File: config.mk
export PLATFORM = sky130hd
export DESIGN_NAME = decode_stage
export DESIGN_NICKNAME = d
export VERILOG_FILES = /design/src/rtl/decode_pkg.sv /design/src/rtl/instruction_decoder.sv /design/src/rtl/reg_file_bypass.sv /design/src/rtl/hazard_unit.sv /design/src/rtl/decode_stage.sv
export VERILOG_INCLUDE_DIRS = /design/src /design/src/rtl
export SDC_FILE = /design/constraint.sdc
export NUM_CORES = 1
export LEC_CHECK = 0
export BUFFER_PORTS_ARGS = -buffer_cell sky130_fd_sc_hd__buf_4
export CORE_MARGIN = 2
export CORE_UTILIZATION = 45
export DETAILED_ROUTE_END_ITERATION = 10
export GPL_ROUTABILITY_DRIVEN = 0
export HOLD_SLACK_MARGIN = 0.05
export PLACE_DENSITY_LB_ADDON = 0.05
export SYNTH_ARGS = -nofsm -noshare
export SYNTH_HDL_FRONTEND = slang
export SYNTH_HIERARCHICAL = 1
export SYNTH_SLANG_ARGS = --single-unit
File: constraint.sdc
create_clock -name clk -period 6.69 [get_ports clk]
set_input_delay 1.0035 -clock clk [delete_from_list [all_inputs] [get_ports clk]]
set_output_delay 1.0035 -clock clk [all_outputs]
set_load 0.05 [all_outputs]
File: src/rtl/decode_macros.svh
// ~~~~~~~~~~~~~~~~~~~~~~~~~~~~~~~~~~~~~~~~~~~~~~~~~~~~~~~~~~~~~~~~~~~~~
// Decode stage constants
// Widths, instruction field positions and select encodings shared
// by the decode stage blocks
// ~~~~~~~~~~~~~~~~~~~~~~~~~~~~~~~~~~~~~~~~~~~~~~~~~~~~~~~~~~~~~~~~~~~~~
`ifndef DECODE_MACROS_SVH
`define DECODE_MACROS_SVH

`define WORD_WIDTH    16
`define REG_COUNT     8
`define OPCODE_WIDTH  5
`define ALU_OP_WIDTH  4
`define NOP_INSTR     16'h0800   // Opcode 00001 with all other bits clear
`define LINK_REG      3'd7       // Written by JAL and JALR

// Instruction fields
`define OPC_FIELD     15:11
`define RS_FIELD      10:8
`define RT_FIELD      7:5
`define RD_FIELD      4:2

// Destination select
`define RD_SEL_RS     2'd0
`define RD_SEL_RT     2'd1
`define RD_SEL_RD     2'd2
`define RD_SEL_LINK   2'd3

`endif

File: src/rtl/decode_pkg.sv
// ~~~~~~~~~~~~~~~~~~~~~~~~~~~~~~~~~~~~~~~~~~~~~~~~~~~~~~~~~~~~~~~~~~~~~
// Decode stage types
// Word, register index, opcode and ALU op vectors, plus the packed
// control bundle handed from decode to the later stages
// ~~~~~~~~~~~~~~~~~~~~~~~~~~~~~~~~~~~~~~~~~~~~~~~~~~~~~~~~~~~~~~~~~~~~~
`include "decode_macros.svh"

package decode_pkg;

  typedef logic [`WORD_WIDTH-1:0]        word_t;     // Data or instruction
  typedef logic [$clog2(`REG_COUNT)-1:0] reg_sel_t;  // Register index
  typedef logic [`OPCODE_WIDTH-1:0]      opcode_t;
  typedef logic [`ALU_OP_WIDTH-1:0]      alu_op_t;   // Low opcode bits

  // Write-back source
  localparam logic [1:0] WB_ALU  = 2'd0;
  localparam logic [1:0] WB_MEM  = 2'd1;
  localparam logic [1:0] WB_PC   = 2'd2;   // Return address for links

  // Second ALU operand
  localparam logic [1:0] B_REG   = 2'd0;
  localparam logic [1:0] B_IMM5  = 2'd1;
  localparam logic [1:0] B_IMM8  = 2'd2;
  localparam logic [1:0] B_IMM11 = 2'd3;

  typedef struct packed {
    alu_op_t    alu_op;
    logic [1:0] wb_sel;     // WB_*
    logic [1:0] b_sel;      // B_*
    logic       reg_write;
    logic       mem_en;
    logic       mem_write;
    logic       branch;     // Conditional branch on Rs
    logic       set;        // SEQ, SLT, SLE, SCO
    logic       sub;
    logic       inv_a;
    logic       inv_b;
    logic       imm_sel;    // PC offset from imm11 instead of imm8
    logic       alu_jmp;    // Target computed by the ALU
    logic       slbi;
    logic       btr;
    logic       jmp;
    logic       halt;
  } ctrl_t;

endpackage

File: src/rtl/instruction_decoder.sv
// ~~~~~~~~~~~~~~~~~~~~~~~~~~~~~~~~~~~~~~~~~~~~~~~~~~~~~~~~~~~~~~~~~~~~~
// Instruction decoder
// Maps the 5-bit opcode to the control bundle, the immediate
// extension mode and the destination register select
// ~~~~~~~~~~~~~~~~~~~~~~~~~~~~~~~~~~~~~~~~~~~~~~~~~~~~~~~~~~~~~~~~~~~~~
`timescale 1ns/1ps
`include "decode_macros.svh"

module instruction_decoder import decode_pkg::*; (
  input  opcode_t    opcode,
  output ctrl_t      ctrl,
  output logic       zero_ext,
  output logic [1:0] reg_dst
);

  always_comb begin
    ctrl     = '0;
    zero_ext = 1'b0;
    reg_dst  = `RD_SEL_RS;
    casez (opcode)
      5'b00000: begin                  // HALT
        ctrl.halt = 1'b1;
      end
      5'b00100: begin                  // J
        ctrl.alu_op  = opcode[3:0];
        ctrl.jmp     = 1'b1;
        ctrl.imm_sel = 1'b1;
      end
      5'b00101: begin                  // JR
        ctrl.alu_op  = opcode[3:0];
        ctrl.jmp     = 1'b1;
        ctrl.alu_jmp = 1'b1;
        ctrl.b_sel   = B_IMM8;
      end
      5'b00110: begin                  // JAL
        ctrl.alu_op    = opcode[3:0];
        ctrl.jmp       = 1'b1;
        ctrl.imm_sel   = 1'b1;
        ctrl.reg_write = 1'b1;
        ctrl.wb_sel    = WB_PC;
        reg_dst        = `RD_SEL_LINK;
      end
      5'b00111: begin                  // JALR
        ctrl.alu_op    = opcode[3:0];
        ctrl.jmp       = 1'b1;
        ctrl.alu_jmp   = 1'b1;
        ctrl.b_sel     = B_IMM8;
        ctrl.reg_write = 1'b1;
        ctrl.wb_sel    = WB_PC;
        reg_dst        = `RD_SEL_LINK;
      end
      5'b010??: begin                  // ADDI, SUBI, XORI, ANDNI
        ctrl.alu_op    = opcode[3:0];
        ctrl.b_sel     = B_IMM5;
        ctrl.reg_write = 1'b1;
        ctrl.sub       = (opcode[1:0] == 2'b01);
        ctrl.inv_a     = (opcode[1:0] == 2'b01);   // Imm minus Rs
        ctrl.inv_b     = (opcode[1:0] == 2'b11);
        zero_ext       = opcode[1];                // Logic ops take unsigned imm
        reg_dst        = `RD_SEL_RT;
      end
      5'b011??: begin                  // BEQZ, BNEZ, BLTZ, BGEZ
        ctrl.alu_op = opcode[3:0];
        ctrl.branch = 1'b1;
      end
      5'b10000: begin                  // ST
        ctrl.alu_op    = opcode[3:0];
        ctrl.b_sel     = B_IMM5;
        ctrl.mem_en    = 1'b1;
        ctrl.mem_write = 1'b1;
      end
      5'b10001: begin                  // LD
        ctrl.alu_op    = opcode[3:0];
        ctrl.b_sel     = B_IMM5;
        ctrl.mem_en    = 1'b1;
        ctrl.reg_write = 1'b1;
        ctrl.wb_sel    = WB_MEM;
        reg_dst        = `RD_SEL_RT;
      end
      5'b10010: begin                  // SLBI
        ctrl.alu_op    = opcode[3:0];
        ctrl.b_sel     = B_IMM8;
        ctrl.slbi      = 1'b1;
        ctrl.reg_write = 1'b1;
        zero_ext       = 1'b1;
      end
      5'b10011: begin                  // STU writes the address back to Rs
        ctrl.alu_op    = opcode[3:0];
        ctrl.b_sel     = B_IMM5;
        ctrl.mem_en    = 1'b1;
        ctrl.mem_write = 1'b1;
        ctrl.reg_write = 1'b1;
      end
      5'b101??: begin                  // ROLI, SLLI, RORI, SRLI
        ctrl.alu_op    = opcode[3:0];
        ctrl.b_sel     = B_IMM5;
        ctrl.reg_write = 1'b1;
        reg_dst        = `RD_SEL_RT;
      end
      5'b11000: begin                  // LBI
        ctrl.alu_op    = opcode[3:0];
        ctrl.b_sel     = B_IMM8;
        ctrl.reg_write = 1'b1;
      end
      5'b11001: begin                  // BTR
        ctrl.alu_op    = opcode[3:0];
        ctrl.btr       = 1'b1;
        ctrl.reg_write = 1'b1;
        reg_dst        = `RD_SEL_RD;
      end
      5'b11011: begin                  // ADD, SUB, XOR, ANDN by function bits
        ctrl.alu_op    = opcode[3:0];
        ctrl.reg_write = 1'b1;
        reg_dst        = `RD_SEL_RD;
      end
      5'b111??: begin                  // SEQ, SLT, SLE, SCO
        ctrl.alu_op    = opcode[3:0];
        ctrl.set       = 1'b1;
        ctrl.sub       = 1'b1;
        ctrl.inv_b     = 1'b1;
        ctrl.reg_write = 1'b1;
        reg_dst        = `RD_SEL_RD;
      end
      default: begin                   // NOP and unused codes decode as bubbles
      end
    endcase
  end

  a_mem_write_en: assert final (!ctrl.mem_write || ctrl.mem_en)
    else $error("mem_write without mem_en, opcode %b", opcode);

endmodule

File: src/rtl/reg_file_bypass.sv
// ~~~~~~~~~~~~~~~~~~~~~~~~~~~~~~~~~~~~~~~~~~~~~~~~~~~~~~~~~~~~~~~~~~~~~
// Register file with write-through bypass
// Eight words, two read ports and one write port; a read of the
// index being written returns the new data in the same cycle
// ~~~~~~~~~~~~~~~~~~~~~~~~~~~~~~~~~~~~~~~~~~~~~~~~~~~~~~~~~~~~~~~~~~~~~
`timescale 1ns/1ps
`include "decode_macros.svh"

module reg_file_bypass import decode_pkg::*; (
  input  logic     clk,
  input  logic     reset,
  input  reg_sel_t rd1_sel,
  input  reg_sel_t rd2_sel,
  input  reg_sel_t wr_sel,
  input  word_t    wr_data,
  input  logic     wr_en,
  output word_t    rd1_data,
  output word_t    rd2_data
);

  word_t regs [`REG_COUNT];   // R0 is writable like the rest

  logic  hit1;
  logic  hit2;

  always_ff @(posedge clk) begin
    if (reset) begin
      for (int i = 0; i < `REG_COUNT; i++) begin
        regs[i] <= '0;
      end
    end else if (wr_en) begin
      regs[wr_sel] <= wr_data;
    end
  end

  assign hit1 = wr_en && (wr_sel == rd1_sel);   // Write-back in flight
  assign hit2 = wr_en && (wr_sel == rd2_sel);

  assign rd1_data = hit1 ? wr_data : regs[rd1_sel];
  assign rd2_data = hit2 ? wr_data : regs[rd2_sel];

  // Write strobe must come with a real index
  a_wr_sel_known: assert property (
    @(posedge clk) disable iff (reset)
    wr_en |-> !$isunknown(wr_sel)
  ) else $error("register write with unknown index");

endmodule

File: src/rtl/hazard_unit.sv
// ~~~~~~~~~~~~~~~~~~~~~~~~~~~~~~~~~~~~~~~~~~~~~~~~~~~~~~~~~~~~~~~~~~~~~
// Hazard unit
// Flags load-use hazards and flushes, keeps the previous fetch for
// replay and picks the instruction that decode works on
// ~~~~~~~~~~~~~~~~~~~~~~~~~~~~~~~~~~~~~~~~~~~~~~~~~~~~~~~~~~~~~~~~~~~~~
`timescale 1ns/1ps
`include "decode_macros.svh"

module hazard_unit import decode_pkg::*; (
  input  logic     clk,
  input  logic     reset,
  input  word_t    instruction_fd,
  input  logic     ex_mem_read,
  input  reg_sel_t ex_rt,
  input  logic     pc_src,
  input  logic     dmem_stall,
  input  logic     imem_stall,
  output word_t    instruction_d,
  output logic     data_hazard,
  output logic     flush
);

  reg_sel_t fd_rs;
  reg_sel_t fd_rt;
  word_t    held_instr;    // Fetch from the previous cycle
  logic     hazard_prev;
  logic     replay;

  assign fd_rs = instruction_fd[`RS_FIELD];
  assign fd_rt = instruction_fd[`RT_FIELD];

  assign flush = pc_src;   // Taken branch squashes the fetched word

  // Load in execute feeds a source of the fetched instruction
  assign data_hazard = ex_mem_read && !dmem_stall && !imem_stall &&
                       ((ex_rt == fd_rs) || (ex_rt == fd_rt));

  always_ff @(posedge clk) begin
    if (reset) begin
      held_instr  <= `NOP_INSTR;
      hazard_prev <= 1'b0;
    end else begin
      held_instr  <= instruction_fd;
      hazard_prev <= data_hazard;
    end
  end

  assign replay = hazard_prev && (held_instr != `NOP_INSTR);

  always_comb begin
    if (data_hazard || flush || dmem_stall) begin
      instruction_d = `NOP_INSTR;   // Bubble
    end else if (replay) begin
      instruction_d = held_instr;
    end else begin
      instruction_d = instruction_fd;
    end
  end

  a_flush_nop: assert property (
    @(posedge clk) disable iff (reset)
    flush |-> (instruction_d == `NOP_INSTR)
  ) else $error("flush did not insert a bubble");

endmodule

File: src/rtl/decode_stage.sv
// ~~~~~~~~~~~~~~~~~~~~~~~~~~~~~~~~~~~~~~~~~~~~~~~~~~~~~~~~~~~~~~~~~~~~~
// Decode stage
// Selects the instruction, decodes it, reads the register file and
// extends the immediates for the execute stage
// ~~~~~~~~~~~~~~~~~~~~~~~~~~~~~~~~~~~~~~~~~~~~~~~~~~~~~~~~~~~~~~~~~~~~~
`timescale 1ns/1ps
`include "decode_macros.svh"

module decode_stage import decode_pkg::*; (
  input  logic       clk,
  input  logic       reset,
  input  word_t      instruction_fd,
  input  logic       wb_write,
  input  reg_sel_t   wb_sel_reg,
  input  word_t      wb_data,
  input  logic       ex_mem_read,
  input  reg_sel_t   ex_rt,
  input  logic       pc_src,
  input  logic       dmem_stall,
  input  logic       imem_stall,
  output ctrl_t      ctrl,
  output word_t      read1_data,
  output word_t      read2_data,
  output word_t      imm5_ext,
  output word_t      imm8_ext,
  output word_t      imm11_ext,
  output reg_sel_t   write_reg,
  output reg_sel_t   rs,
  output reg_sel_t   rt,
  output logic [1:0] extension,
  output logic [1:0] branch_sel,
  output word_t      instruction_d,
  output logic       data_hazard,
  output logic       flush
);

  logic       zero_ext;
  logic [1:0] reg_dst;
  logic       fill5;       // Upper bits for imm5
  logic       fill8;       // Upper bits for imm8

  hazard_unit hazard0 (
    .clk            (clk),
    .reset          (reset),
    .instruction_fd (instruction_fd),
    .ex_mem_read    (ex_mem_read),
    .ex_rt          (ex_rt),
    .pc_src         (pc_src),
    .dmem_stall     (dmem_stall),
    .imem_stall     (imem_stall),
    .instruction_d  (instruction_d),
    .data_hazard    (data_hazard),
    .flush          (flush)
  );

  instruction_decoder decoder0 (
    .opcode   (instruction_d[`OPC_FIELD]),
    .ctrl     (ctrl),
    .zero_ext (zero_ext),
    .reg_dst  (reg_dst)
  );

  assign rs = instruction_d[`RS_FIELD];
  assign rt = instruction_d[`RT_FIELD];

  reg_file_bypass regfile0 (
    .clk      (clk),
    .reset    (reset),
    .rd1_sel  (rs),
    .rd2_sel  (rt),
    .wr_sel   (wb_sel_reg),
    .wr_data  (wb_data),
    .wr_en    (wb_write),
    .rd1_data (read1_data),
    .rd2_data (read2_data)
  );

  assign fill5 = zero_ext ? 1'b0 : instruction_d[4];
  assign fill8 = zero_ext ? 1'b0 : instruction_d[7];

  assign imm5_ext  = {{(`WORD_WIDTH-5){fill5}}, instruction_d[4:0]};
  assign imm8_ext  = {{(`WORD_WIDTH-8){fill8}}, instruction_d[7:0]};
  assign imm11_ext = {{(`WORD_WIDTH-11){instruction_d[10]}}, instruction_d[10:0]};   // Always signed

  always_comb begin
    case (reg_dst)
      `RD_SEL_RS: write_reg = instruction_d[`RS_FIELD];
      `RD_SEL_RT: write_reg = instruction_d[`RT_FIELD];
      `RD_SEL_RD: write_reg = instruction_d[`RD_FIELD];
      default:    write_reg = `LINK_REG;   // JAL, JALR
    endcase
  end

  // Raw fields for execute
  assign extension  = instruction_d[1:0];     // R-type function
  assign branch_sel = instruction_d[12:11];   // Branch condition

endmodule

==> flow_summary.toml <==
[clocking]
post_cts_buffers = 0
cts-root-buf = "clkbuf_16"
holdBufCountCts = 0
cts_tree = "yes"
cts_buffers = 17
ctsResizeCount = 0
ctsLongestPathBuffers = 2
clkTransAtPathRegs_ps = 60
h-tree-depth = 4
clock_sinks = 145

[sta]
max_freq_mhz = 188
tns_ps = 0
min_period_ps = 5320
period_share = 0.796
hold_viol_final = 0
finalSetupViolCount = 0
rsz0062_at_grt = "no"
relSlewSlack = 0.311
maxSlewViolCount = 0
tightestPinTransition_ps = 1030

[logic_synthesis]
synth_edf_count = 128
synth_area_leaders = "edfxtp_1, mux4_1, and2_1"
yosys_register_bits = 145
synth-warning-count = 6
async_reset_ff_frac = 0
yosysMostFrequentCell = "and2_1"
seq_area_frac_synth = 0.453
synth_flop_cell = "edfxtp_1"
avgSynthCellArea_sq_um = 14.0
synth_cell_types = 49
syn_nets = 704
synthTopCellsByCount = "and2_1, edfxtp_1, buf_4"
synth.top_cell.area_share = 0.416
yosysTopAreaCell = "edfxtp_1"
netlist_area_sq_mm = 0.00924
netlist_instances = 659

[run]
max_cap_violations = 0

[die]
dieArea_sq_mm = 0.0217
boundaryPins = 178
fp.dieH_um = 147
num_rows = 52
dieWidth_um = 147
initial_utilization = 0.458
coreArea_sq_mm = 0.0202

[final_layout]
syn_to_final_growth_pct = 19.0
seqCellArea_sq_mm = 0.00418
antenna-diode-count = 0
drive_above_1_share = 0.418
multiInputGateArea_sq_mm = 0.00439
finalNetCount = 819
fin_area_sq_mm = 0.0110
fillers = 1699

[placed_design]
dpl_cell_area_sq_mm = 0.0104
port_buffers = 177
dp_hpwl_um = 14700

[grt]
overflow = 0
antenna_found_initial = 0
grt_usage = 0.227
grt_pass1_vias = 6010
grt_start_max_net_pins = 38
grt_first_pass_wirelength_um = 36100

[detailed_routing]
vias = 5885
viasPerCell = 5.57
ant_nets = 0
drtIter0Drc = 400
drc = 0
firstDrtPassIters = 6
wl_per_cell_um = 23.1
routed_wl_um = 24400

[worst_setup_path]
end_kind = "output pin"
startpoint_type = "input pin"
cp_num_buf_inv = 3
critPathRequiredTime_ps = 5690
cp_cell_sequence = "buf_4, xor2_1, nor3_1, o21a_1, nor3_2, buf_4, mux4_1, mux2_2, mux2_2, buf_4"
cp.arrival_ps = 4320
cp_slowest_cell = "mux4_1"
crit_family = "multiplexers"
crit_path_max_fanout = 33
cp-startpoint = "ex_rt[0]"
slowest_delay_ps = 640
cp_common_cell = "buf_4"
critical_path_class = "in -> out"

[run_status]
status = "completed"

[hold_path]
min_path_type = "in -> reg"
min_from = "dmem_stall"

[pwr]
p_per_area_mw_per_mm2 = 234
ir_worst_vdd_uv = 182
p_leak_nw = 4.25
==> registers in the layout, summed over array words and instances (netlist names) <==
register,count
regfile0/regs,128
hazard0/held_instr,16
hazard0/hazard_prev,1
==> placed cells by master, fill, tap and decap left out, types with 5 or more instances in the layout <==
cell and n:
edfxtp_1 128, nor3_2 9, dfxtp_1 17, and2_1 131, mux2i_1 15, mux2_2 53
nor3_1 12, nand2_1 5, clkbuf_16 17, mux2_1 5, nor2b_1 22, or2_2 10
xnor2_1 6, xor2_1 6, mux4_1 60, nand2b_1 7, mux2_4 11, buf_4 199
nor2_1 9
==> kinds of logic after synthesis <==
family / count (synthesis) / synth area share
and+or+nand+nor: 228 / 0.156
xor gates and xnor gates: 12 / 0.0114
buffers and inverters: 105 / 0.0767
AOI/OAI and AO/OA: 21 / 0.0179
muxes: 148 / 0.285
DFF: 145 / 0.453
==> metrics by stage <==
step	setup slack (ps)	power (mW)	util	cells	hold slack [ps]
final	1370	2.57	0.545	1057	778
after global routing	1110	2.65	0.545	1057	776
after CTS	1360	2.58	0.545	1057	771
after detailed placement	1370	1.67	0.516	1025	1210
after global placement	1390	1.66	0.516	1025	1220
after floorplan	436	1.51	-	659	1080
==> where the power goes <==
part           internal, mW  total, mW  switching, mW
combinational         0.220      0.585          0.364
clock                 0.548      0.917          0.369
sequential             1.04       1.07         0.0248
==> path summary, 6_finish.rpt <==
check	end	slack [ps]	cells past startpoint
setup / recovery	read2_data[4]	1370	10
hold / removal	hazard0/hazard_prev	780	2
==> area by class of cell <==
class	instances	area share
well taps	270	0.0308
inverters	2	0.000683
clock buffers	19	0.0394
clock inverters	13	0.0126
flip-flops and latches	145	0.381
repair buffers	199	0.136
multi-input cells	409	0.400
==> routing by layer <==
| layer | GRT usage | share of wire | vias to the layer above |
|---|---|---|---|
| li1 | - | - | 2682 |
| met1 | 0.278 | 0.41 | 2935 |
| met2 | 0.408 | 0.52 | 235 |
| met3 | 0.0379 | 0.054 | 33 |
| met4 | 0.0793 | 0.022 | 0 |
| met5 | 0 | 0 | - |
(Power assumes the default switching activity.)
